===== config.mk =====
export PLATFORM = sky130hd
export DESIGN_NAME = fpMulTop
export DESIGN_NICKNAME = d
export VERILOG_FILES = /design/src/verilog/fpMulPkg.sv /design/src/verilog/fpMulDecode.sv /design/src/verilog/fpMulExecute.sv /design/src/verilog/fpMulRound.sv /design/src/verilog/fpMulTop.sv /design/src/verilog/fpMulWbSlave.sv
export SDC_FILE = /design/constraint.sdc
export NUM_CORES = 2
export LEC_CHECK = 0
export BUFFER_PORTS_ARGS = -buffer_cell sky130_fd_sc_hd__buf_2
export CAP_MARGIN = 15
export CORE_MARGIN = 2
export CORE_UTILIZATION = 45
export CTS_CLUSTER_DIAMETER = 150
export DETAILED_ROUTE_END_ITERATION = 10
export PLACE_DENSITY = 0.64
export SETUP_SLACK_MARGIN = 0.2
export SLEW_MARGIN = 20
export SYNTH_ARGS = -nofsm -noshare
export SYNTH_HDL_FRONTEND = slang
export SYNTH_SLANG_ARGS = --single-unit

===== constraint.sdc =====
create_clock -name clk -period 9.94 [get_ports clk]
set_input_delay 0.497 -clock clk [delete_from_list [all_inputs] [get_ports clk]]
set_output_delay 0.497 -clock clk [all_outputs]
set_load 0.02 [all_outputs]

===== src/verilog/fpMulPkg.sv =====
`default_nettype none

package fpMulPkg;

    // codes 5 to 7 fall back to nearest-even in the rounder
    typedef enum logic [2:0] {
        RND_NE = 3'd0,
        RND_TZ = 3'd1,
        RND_DN = 3'd2,
        RND_UP = 3'd3,
        RND_MM = 3'd4
    } roundMode_e;

    // subnormals are folded into CLS_ZERO
    typedef enum logic [1:0] {
        CLS_ZERO   = 2'd0,
        CLS_NORMAL = 2'd1,
        CLS_INF    = 2'd2,
        CLS_NAN    = 2'd3
    } opClass_e;

    typedef enum logic [1:0] {
        SPC_NONE = 2'd0,
        SPC_ZERO = 2'd1,
        SPC_INF  = 2'd2,
        SPC_NAN  = 2'd3
    } special_e;

    typedef struct packed {
        logic              valid;
        logic              sign;
        logic signed [9:0] expSum;
        logic [23:0]       manX;
        logic [23:0]       manY;
        opClass_e          clsX;
        opClass_e          clsY;
        roundMode_e        mode;
    } decodedOp_t;

    // manNorm holds 24 significant bits, then guard, then sticky
    typedef struct packed {
        logic              valid;
        logic              sign;
        logic signed [9:0] expNorm;
        logic [25:0]       manNorm;
        special_e          special;
        roundMode_e        mode;
    } productOp_t;

    typedef struct packed {
        logic        valid;
        logic [31:0] value;
        logic        ovrf;
        logic        udrf;
        logic        invalid;
    } mulResult_t;

    // word addresses
    localparam int unsigned REG_X      = 0;
    localparam int unsigned REG_Y      = 1;
    localparam int unsigned REG_CTRL   = 2;
    localparam int unsigned REG_RESULT = 3;
    localparam int unsigned REG_STATUS = 4;

    // status register bits
    localparam int unsigned STAT_DONE    = 0;
    localparam int unsigned STAT_OVRF    = 1;
    localparam int unsigned STAT_UDRF    = 2;
    localparam int unsigned STAT_INVALID = 3;

    localparam logic signed [9:0] EXP_BIAS  = 10'sd127;
    localparam logic [31:0]       CANON_NAN = 32'h7FC00000;

endpackage

`default_nettype wire


===== src/verilog/fpMulDecode.sv =====
`timescale 1ns/1ps
`default_nettype none

module fpMulDecode (
    input  logic                   clk,
    input  logic                   rst,
    input  logic                   start,
    input  logic [31:0]            opX,
    input  logic [31:0]            opY,
    input  fpMulPkg::roundMode_e   mode,
    output fpMulPkg::decodedOp_t   dec
);

    fpMulPkg::decodedOp_t decNext;

    // exponent field alone decides zero, inf and nan
    function automatic fpMulPkg::opClass_e classify(input logic [31:0] op);
        if (op[30:23] == 8'd0) begin
            return fpMulPkg::CLS_ZERO;
        end else if (op[30:23] == 8'hFF) begin
            return (op[22:0] == 23'd0) ? fpMulPkg::CLS_INF : fpMulPkg::CLS_NAN;
        end
        return fpMulPkg::CLS_NORMAL;
    endfunction

    // subnormal fractions are dropped so zero carries no mantissa
    function automatic logic [23:0] significand(input logic [31:0] op);
        if (op[30:23] == 8'd0) begin
            return 24'd0;
        end
        return {1'b1, op[22:0]};
    endfunction

    always_comb begin
        decNext.valid  = start;
        decNext.sign   = opX[31] ^ opY[31];
        decNext.expSum = $signed({2'b00, opX[30:23]}) + $signed({2'b00, opY[30:23]})
                         - fpMulPkg::EXP_BIAS;
        decNext.manX   = significand(opX);
        decNext.manY   = significand(opY);
        decNext.clsX   = classify(opX);
        decNext.clsY   = classify(opY);
        decNext.mode   = mode;
    end

    always_ff @(posedge clk) begin
        dec <= decNext;
        if (rst) begin
            dec.valid <= 1'b0;
        end
    end

    zeroHasNoMantissa: assert property (@(posedge clk) disable iff (rst)
        dec.valid |-> ((dec.clsX != fpMulPkg::CLS_ZERO) || (dec.manX == 24'd0))
                   && ((dec.clsY != fpMulPkg::CLS_ZERO) || (dec.manY == 24'd0)));

endmodule

`default_nettype wire


===== src/verilog/fpMulExecute.sv =====
`timescale 1ns/1ps
`default_nettype none

module fpMulExecute (
    input  logic                   clk,
    input  logic                   rst,
    input  fpMulPkg::decodedOp_t   dec,
    output fpMulPkg::productOp_t   prod
);

    logic [47:0]          prodFull;
    logic                 xZero;
    logic                 yZero;
    logic                 xInf;
    logic                 yInf;
    logic                 anyNan;
    fpMulPkg::productOp_t prodNext;

    assign prodFull = dec.manX * dec.manY;

    assign xZero  = (dec.clsX == fpMulPkg::CLS_ZERO);
    assign yZero  = (dec.clsY == fpMulPkg::CLS_ZERO);
    assign xInf   = (dec.clsX == fpMulPkg::CLS_INF);
    assign yInf   = (dec.clsY == fpMulPkg::CLS_INF);
    assign anyNan = (dec.clsX == fpMulPkg::CLS_NAN) || (dec.clsY == fpMulPkg::CLS_NAN);

    always_comb begin
        prodNext.valid = dec.valid;
        prodNext.sign  = dec.sign;
        prodNext.mode  = dec.mode;

        // product of two 1.x values lies in [1, 4)
        if (prodFull[47]) begin
            prodNext.manNorm = {prodFull[47:24], prodFull[23], |prodFull[22:0]};
            prodNext.expNorm = dec.expSum + 10'sd1;
        end else begin
            prodNext.manNorm = {prodFull[46:23], prodFull[22], |prodFull[21:0]};
            prodNext.expNorm = dec.expSum;
        end

        // nan first, inf*0 is also nan
        if (anyNan || (xInf && yZero) || (yInf && xZero)) begin
            prodNext.special = fpMulPkg::SPC_NAN;
        end else if (xInf || yInf) begin
            prodNext.special = fpMulPkg::SPC_INF;
        end else if (xZero || yZero) begin
            prodNext.special = fpMulPkg::SPC_ZERO;
        end else begin
            prodNext.special = fpMulPkg::SPC_NONE;
        end
    end

    always_ff @(posedge clk) begin
        prod <= prodNext;
        if (rst) begin
            prod.valid <= 1'b0;
        end
    end

    // normal operands must leave a leading one after the one-bit shift
    normalizedMsb: assert property (@(posedge clk) disable iff (rst)
        dec.valid && (dec.clsX == fpMulPkg::CLS_NORMAL) && (dec.clsY == fpMulPkg::CLS_NORMAL)
        |=> prod.manNorm[25]);

endmodule

`default_nettype wire


===== src/verilog/fpMulRound.sv =====
`timescale 1ns/1ps
`default_nettype none

module fpMulRound (
    input  logic                   clk,
    input  logic                   rst,
    input  fpMulPkg::productOp_t   prod,
    output fpMulPkg::mulResult_t   res
);

    logic                 lsb;
    logic                 guard;
    logic                 sticky;
    logic                 roundUp;
    logic                 overflowToInf;
    logic [23:0]          fracSum;
    logic signed [9:0]    expFinal;
    fpMulPkg::mulResult_t resNext;

    assign lsb    = prod.manNorm[2];
    assign guard  = prod.manNorm[1];
    assign sticky = prod.manNorm[0];

    always_comb begin
        case (prod.mode)
            fpMulPkg::RND_TZ: begin
                roundUp       = 1'b0;
                overflowToInf = 1'b0;
            end
            fpMulPkg::RND_DN: begin
                roundUp       = prod.sign && (guard || sticky);
                overflowToInf = prod.sign;
            end
            fpMulPkg::RND_UP: begin
                roundUp       = !prod.sign && (guard || sticky);
                overflowToInf = !prod.sign;
            end
            fpMulPkg::RND_MM: begin
                roundUp       = guard;
                overflowToInf = 1'b1;
            end
            // nearest-even, also for the unused codes
            default: begin
                roundUp       = guard && (sticky || lsb);
                overflowToInf = 1'b1;
            end
        endcase
    end

    // a carry out of the fraction leaves it all zero, so only the exponent moves
    assign fracSum  = {1'b0, prod.manNorm[24:2]} + {23'd0, roundUp};
    assign expFinal = $signed(prod.expNorm) + $signed({9'd0, fracSum[23]});

    always_comb begin
        resNext.valid   = prod.valid;
        resNext.ovrf    = 1'b0;
        resNext.udrf    = 1'b0;
        resNext.invalid = 1'b0;
        resNext.value   = {prod.sign, expFinal[7:0], fracSum[22:0]};

        case (prod.special)
            fpMulPkg::SPC_NAN: begin
                resNext.value   = fpMulPkg::CANON_NAN;
                resNext.invalid = 1'b1;
            end
            fpMulPkg::SPC_INF: begin
                resNext.value = {prod.sign, 8'hFF, 23'd0};
            end
            fpMulPkg::SPC_ZERO: begin
                resNext.value = {prod.sign, 31'd0};
            end
            default: begin
                if (expFinal >= 10'sd255) begin
                    resNext.ovrf  = 1'b1;
                    // largest finite magnitude when the mode rounds toward zero
                    resNext.value = overflowToInf ? {prod.sign, 8'hFF, 23'd0}
                                                  : {prod.sign, 8'hFE, 23'h7FFFFF};
                end else if (expFinal <= 10'sd0) begin
                    resNext.udrf  = 1'b1;
                    resNext.value = {prod.sign, 31'd0};
                end
            end
        endcase
    end

    always_ff @(posedge clk) begin
        res <= resNext;
        if (rst) begin
            res.valid <= 1'b0;
        end
    end

    signKept: assert property (@(posedge clk) disable iff (rst)
        prod.valid |=> res.invalid || (res.value[31] == $past(prod.sign)));

endmodule

`default_nettype wire


===== src/verilog/fpMulTop.sv =====
`timescale 1ns/1ps
`default_nettype none

module fpMulTop #(
    parameter int addrWidth = 3
) (
    input  logic                   clk,
    input  logic                   rst,
    input  logic                   cyc,
    input  logic                   stb,
    input  logic                   we,
    input  logic [addrWidth-1:0]   adr,
    input  logic [31:0]            datWr,
    output logic [31:0]            datRd,
    output logic                   ack
);

    logic                 start;
    logic [31:0]          opX;
    logic [31:0]          opY;
    fpMulPkg::roundMode_e mode;
    fpMulPkg::decodedOp_t dec;
    fpMulPkg::productOp_t prod;
    fpMulPkg::mulResult_t res;

    fpMulWbSlave #(
        .addrWidth (addrWidth)
    ) iSlave (
        .clk   (clk),
        .rst   (rst),
        .cyc   (cyc),
        .stb   (stb),
        .we    (we),
        .adr   (adr),
        .datWr (datWr),
        .res   (res),
        .datRd (datRd),
        .ack   (ack),
        .start (start),
        .opX   (opX),
        .opY   (opY),
        .mode  (mode)
    );

    // decode, multiply and round, one register each
    fpMulDecode iDecode (
        .clk   (clk),
        .rst   (rst),
        .start (start),
        .opX   (opX),
        .opY   (opY),
        .mode  (mode),
        .dec   (dec)
    );

    fpMulExecute iExecute (
        .clk  (clk),
        .rst  (rst),
        .dec  (dec),
        .prod (prod)
    );

    fpMulRound iRound (
        .clk  (clk),
        .rst  (rst),
        .prod (prod),
        .res  (res)
    );

endmodule

`default_nettype wire


===== src/verilog/fpMulWbSlave.sv =====
`timescale 1ns/1ps
`default_nettype none

module fpMulWbSlave #(
    parameter int addrWidth = 3
) (
    input  logic                   clk,
    input  logic                   rst,
    input  logic                   cyc,
    input  logic                   stb,
    input  logic                   we,
    input  logic [addrWidth-1:0]   adr,
    input  logic [31:0]            datWr,
    input  fpMulPkg::mulResult_t   res,
    output logic [31:0]            datRd,
    output logic                   ack,
    output logic                   start,
    output logic [31:0]            opX,
    output logic [31:0]            opY,
    output fpMulPkg::roundMode_e   mode
);

    logic        accept;
    logic        wrAccess;
    logic        ctrlWrite;
    logic [31:0] resultReg;
    logic        done;
    logic        ovrfFlag;
    logic        udrfFlag;
    logic        invalidFlag;
    logic [31:0] statusWord;

    // first cycle of an access, the !ack term keeps ack to one cycle
    assign accept    = cyc && stb && !ack;
    assign wrAccess  = accept && we;
    assign ctrlWrite = wrAccess && (adr == addrWidth'(fpMulPkg::REG_CTRL));

    always_ff @(posedge clk) begin
        if (rst) begin
            ack   <= 1'b0;
            start <= 1'b0;
        end else begin
            ack   <= accept;
            start <= ctrlWrite;
        end
    end

    always_ff @(posedge clk) begin
        if (rst) begin
            opX  <= '0;
            opY  <= '0;
            mode <= fpMulPkg::RND_NE;
        end else if (wrAccess) begin
            case (adr)
                addrWidth'(fpMulPkg::REG_X):    opX  <= datWr;
                addrWidth'(fpMulPkg::REG_Y):    opY  <= datWr;
                addrWidth'(fpMulPkg::REG_CTRL): mode <= fpMulPkg::roundMode_e'(datWr[2:0]);
                default: ;
            endcase
        end
    end

    always_ff @(posedge clk) begin
        if (rst) begin
            resultReg   <= '0;
            done        <= 1'b0;
            ovrfFlag    <= 1'b0;
            udrfFlag    <= 1'b0;
            invalidFlag <= 1'b0;
        end else begin
            if (res.valid) begin
                resultReg   <= res.value;
                ovrfFlag    <= res.ovrf;
                udrfFlag    <= res.udrf;
                invalidFlag <= res.invalid;
                done        <= 1'b1;
            end
            // a new request wins over a result landing in the same cycle
            if (ctrlWrite) begin
                done <= 1'b0;
            end
        end
    end

    always_comb begin
        statusWord                             = '0;
        statusWord[fpMulPkg::STAT_DONE]    = done;
        statusWord[fpMulPkg::STAT_OVRF]    = ovrfFlag;
        statusWord[fpMulPkg::STAT_UDRF]    = udrfFlag;
        statusWord[fpMulPkg::STAT_INVALID] = invalidFlag;

        case (adr)
            addrWidth'(fpMulPkg::REG_X):      datRd = opX;
            addrWidth'(fpMulPkg::REG_Y):      datRd = opY;
            addrWidth'(fpMulPkg::REG_CTRL):   datRd = {29'd0, mode};
            addrWidth'(fpMulPkg::REG_RESULT): datRd = resultReg;
            addrWidth'(fpMulPkg::REG_STATUS): datRd = statusWord;
            default:                          datRd = '0;
        endcase
    end

    ackOneCycle: assert property (@(posedge clk) disable iff (rst) ack |=> !ack);

endmodule

`default_nettype wire

Yosys cells after proc, flatten, opt, wreduce, memory -nomap -nowiden
Cells that the tools add are included.

storage, ports and cells
  input bits = 40
  ROM bits = 0
  output and inout bits = 33
  latch bits = 0
  logic and storage cells = 127
  memories = 0
  bits in registers = 250
  memory bits (writable) = 0

cells by class
  bitwise logic cells = 3
  div/mod/pow operators = 0
  multipliers = 1
  add/sub/neg operators = 5
  $lt $le $gt $ge = 2
  multiplexer cells = 29
  equal/unequal tests = 17
  shift-type cells = 0
  reduce and logical (&&, ||, !) cells = 36

operators by type and width
  kind                   number
  $pmux 32 s5            1
  $pmux 32 s3            1
  $mux 24                3
  $mux 31                2
  $mul 24x24->48         1
  $logic_not 23->1       2
  $mux 23                2
  $mux 36                1
  $add 23x1->24          1
  $reduce_or 23->1       1
  $reduce_or 22->1       1
  $eq 8x8->1 const B     2
  $logic_not 8->1        2
  $mux 1                 15
  $eq 2x2->1 const B     6
  $eq 3x2->1 const B     4
  $add 10x2->10          1
  $add 10x2->10 const B  1
  $ge 10x9->1 const B    1
  $le 10x1->1 const B    1
  $sub 10x8->10 const B  1
  $add 8x8->9            1
  $logic_and 1x1->1      9
  $reduce_or 2->1        4
  other kinds (15)       29

Logic depth before layout (Yosys ltp)
  depth in word-level cells = 9
  depth in mapped cells = 28
  mapped depth without buffers = 25

By module
Synthesis repeated with hierarchy kept, for this count alone.

second synthesis, totals
  cell total of the unflattened synthesis = 3,297
  area, all modules = 29,967.5 µm²

by module, submodules not included
  module        seq. area each (µm²)  cells each  area each (µm²)  instances
  fpMulExecute  860.8                 2,340       20,646.1         1
  fpMulWbSlave  2,102.0               528         5,017.3          1
  fpMulDecode   1,341.3               203         2,416.1          1
  fpMulRound    720.7                 226         1,888.1          1

Least setup slack after synthesis
Ideal clock, no wire load.

  path kind = reg2reg
  start = reg iDecode.dec[10] (netlist name)
  end = reg iExecute.prod[19] (netlist name)
  data required time = 9.819 ns
  cell stages (with the launch flop) = 27
  setup slack = 3.289 ns
  buffers on the path = 2
  period minus slack after synthesis = 6.651 ns
  arrival = 6.530 ns
  path through = dfxtp_1 > clkbuf_1 > nand2_1 > fa_1 > inv_1 > fa_1 > inv_1 > fa_1 > inv_1 > fa_1 > inv_1 > fa_1 > inv_1 > fa_1 > inv_1 > fa_1 > inv_1 > ha_1 > and3_1 > nor2b_1 > nand4_1 > a31oi_1 > a31oi_1 > o21ai_2 > xnor2_2 > buf_2 > mux2_2

==> qor.yml <==
syn_inst: 3325
drcViolationCount: 0
r2r_cells: 25
synth_top_area_share_pct: 33.2
clock.fmax_mhz: 127
wl_met2_mm: 35.9
grt_pass1_wl_mm: 122
setup_viol: 0
setup_tns_ns: 0
hold_path_class: "in -> reg"
worstPathRequired_ns: 10.37
syn_area_per_cell_sq_um: 8.75
routed-wl-met3_mm: 4.18
finalCriticalPeriod_ns: 7.88
grt_pass1_vias: 22156
yosysWarnings: 0
ys_seq_elements: 250
antenna_found_initial: 3
finalCoreUtilization_pct: 48.6
peakVddDrop_mv: 0.123
slew_viol_final: 0
worst_path_dominant_cell_family: "adder cells"
path_buf_inv: 8
highest_layer: "met5"
cpMaxStageDelayCell: "dfxtp_1"
multi_input_area_sq_um: 21300
async_flop_share_pct: 0
cts_hold_buf: 0
die_y_um: 258
vias_per_cell: 5.11
track_usage_pct: 23.2
synth_top_family_by_area: "adder cells"
p_leak_nw: 14.9
post_cts.repair.setup_buffers: 0
cts-buffers-inserted: 27
synth_fa_ha_area_share_pct: 41.5
startpoint_type: "register"
place_congestion: 0.878
worst_pin_slew_ns: 1.09
initial_core_util_pct: 45.3
cts_sinks: 250
coreArea_sq_um: 64200
syn_area_sq_um: 29100
nets: 4029
worstPathArrival_ns: 8.31
fin_worst_skew_ns: 0.0101
maxSlewHeadroom_pct: 27.3
whs_path_depth: 3
clockRootBuffer: "clkbuf_16"
yosysUniqueCellTypes: 68
chipWidth_um: 258
drt_iter0_drc: 1206
crit_fanout: 41
rows: 93
wl_met1_mm: 33.0
area_delta_synth_final_pct: 7.41
yosys-top-cells-area: "fa_1 (33%), dfxtp_1 (17%), ha_1 (8.3%), inv_1 (7.6%), and2_1 (7.3%)"
cts_resized: 0
clock_latency_ns: 0.54
drt-total-wl_mm: 75.7
drive_gt1_share_pct: 6.24
vias: 21422
fill_cells: 6168
wl_per_cell_um: 18.1
port_buffers: 72
grt-ovfl-total: 0
synthMuxAreaShare_pct: 3.30
cap_violations: 0
io_pins: 73
synth_nets: 4040
synth_xor_area_share_pct: 2.89
finalHoldViolCount: 0
synthFlopType: "dfxtp_1"
fin_crit_sh_pct: 79.3
h-tree-depth: 1
status: "complete, no violations"
die_area_sq_um: 66700
cp.depth: 25
drt-pass1-iter-count: 8
critPathMaxStageDelay_ns: 1.02
grt_setup_unrepaired: "false"
clkTransAtPathRegs_ns: 0.06
yosysSeqAreaShare_pct: 17.2
synthSimpleGateAreaFrac_pct: 18.9
dp_hpwl_mm: 59.7
synth_edf_count: 0
cts.path.max_buffers: 3
yosys.area.top_type: "fa_1"
seqCellArea_sq_um: 5010
synth_compound_area_share_pct: 6.29
cts_tree: "built"
critical_path_class: "reg -> reg"
grt_max_degree: 62
final_antenna_net_count: 0
cp-end-kind: "register"
power.density_nw_per_um2: 68.0
[cells in the final DEF (no fill, tap or decap), types with 6 or more instances in the layout]
cell and instances:
xnor2_1 40, buf_2 71, clkbuf_8 6, xor2_1 54, o21bai_1 15, nand4_1 25
clkbuf_16 27, dfxtp_1 248, mux2_2 13, buf_4 54, nand2_1 478, a21o_1 19
nand3_1 34, nor2_1 175, nor4_1 20, nor2b_1 11, and3_1 14, a21oi_1 179
inv_1 590, and2_1 338, ha_1 192, nand2b_1 10, nor3_1 12, o21ai_0 45
mux2i_1 79, fa_1 483
[power breakdown]
part           switching, mW  internal [mW]
Sequential           0.00767           1.01
Combinational         0.0381         0.0173
Clock                  0.429          0.625
[registers in the layout (all words and copies together) (netlist names)]
name and count:
iSlave.done 1, iSlave.resultReg 32, iSlave.ovrfFlag 1, iSlave.invalidFlag 1, iDecode.dec 67, iRound.res 36
iSlave.ack 1, iSlave.mode 3, iSlave.udrfFlag 1, iSlave.start 1, iSlave.opX 32, iExecute.prod 42
iSlave.opY 32
[cell families after synthesis]
group | Yosys count
buf+inv | 755
compound gates | 313
mux | 93
xor+xnor | 95
flops | 250
fa+ha+maj | 675
simple gates | 1144
[layout make-up]
type / count / area share (%)
inverter: 590 / 7.09
clock inverter: 12 / 0.513
multi-input combinational: 2320 / 68.0
antenna: 1 / 0.00801
clock buffer: 37 / 2.48
timing repair buffer: 125 / 2.44
sequential: 250 / 16.0
tap: 855 / 3.42
[synthesized netlist by cell type (all sizes together) (6+ instances only)]
library cell / number
fa: 483
clkbuf: 144
nor4: 21
xnor2: 41
mux2i: 79
o21bai: 15
and2: 338
mux2: 13
a21o: 19
xor2: 54
nand2: 478
nand3: 34
a21oi: 179
nand2b: 10
nor2b: 11
nand4: 25
o21ai: 51
nor2: 176
and3: 14
nor3b: 6
nor3: 14
inv: 590
buf: 21
dfxtp: 250
ha: 192
[worst reg2reg max path, stage by stage (launching register included)]
cell and delay [ns]:
dfxtp_1 1.02, nand2_1 0.19, fa_1 0.54, inv_1 0.07, fa_1 0.47, inv_1 0.06, fa_1 0.53, inv_1 0.05
fa_1 0.49, inv_1 0.05, fa_1 0.52, inv_1 0.05, fa_1 0.51, inv_1 0.06, fa_1 0.48, inv_1 0.04
ha_1 0.37, and3_1 0.21, nor2b_1 0.14, nand4_1 0.13, a31oi_1 0.29, a31oi_1 0.22, o21ai_2 0.28, xnor2_4 0.13
buf_4 0.45, mux2_2 0.42
[through the flow]
stage / hold WS, ns / instances / total power, mW / setup slack [ns] / instance area, sq um
2_1_floorplan: 0.310 / 3325 / 1.07 / 3.29 / 29100
3_3_place_gp: 0.312 / 4140 / 1.09 / 2.20 / 30300
3_5_place_dp: 0.314 / 4140 / 1.09 / 2.15 / 30300
4_1_cts: 0.182 / 4189 / 2.14 / 2.09 / 31200
5_1_grt: 0.193 / 4190 / 2.19 / 1.70 / 31200
6_report: 0.193 / 4190 / 2.12 / 2.06 / 31200
[per-layer routing]
layer / global-route usage [%] / vias up
met3: 3.60 / 123
met5: 0 / -
met4: 7.77 / 4
met2: 38.4 / 570
li1: - / 10106
met1: 31.3 / 10619
[final timing paths]
kind | start | to | slack [ns]
worst max-delay path | iDecode.dec[11] | iExecute.prod[32] | 2.06
worst min-delay path | datWr[30] | iSlave.opX[30] | 0.19
worst max register to register | iDecode.dec[11] | iExecute.prod[32] | 2.06
worst min register to register | iDecode.dec[0] | iExecute.prod[0] | 0.34
Note: power is estimated with default switching activity, not from simulation.
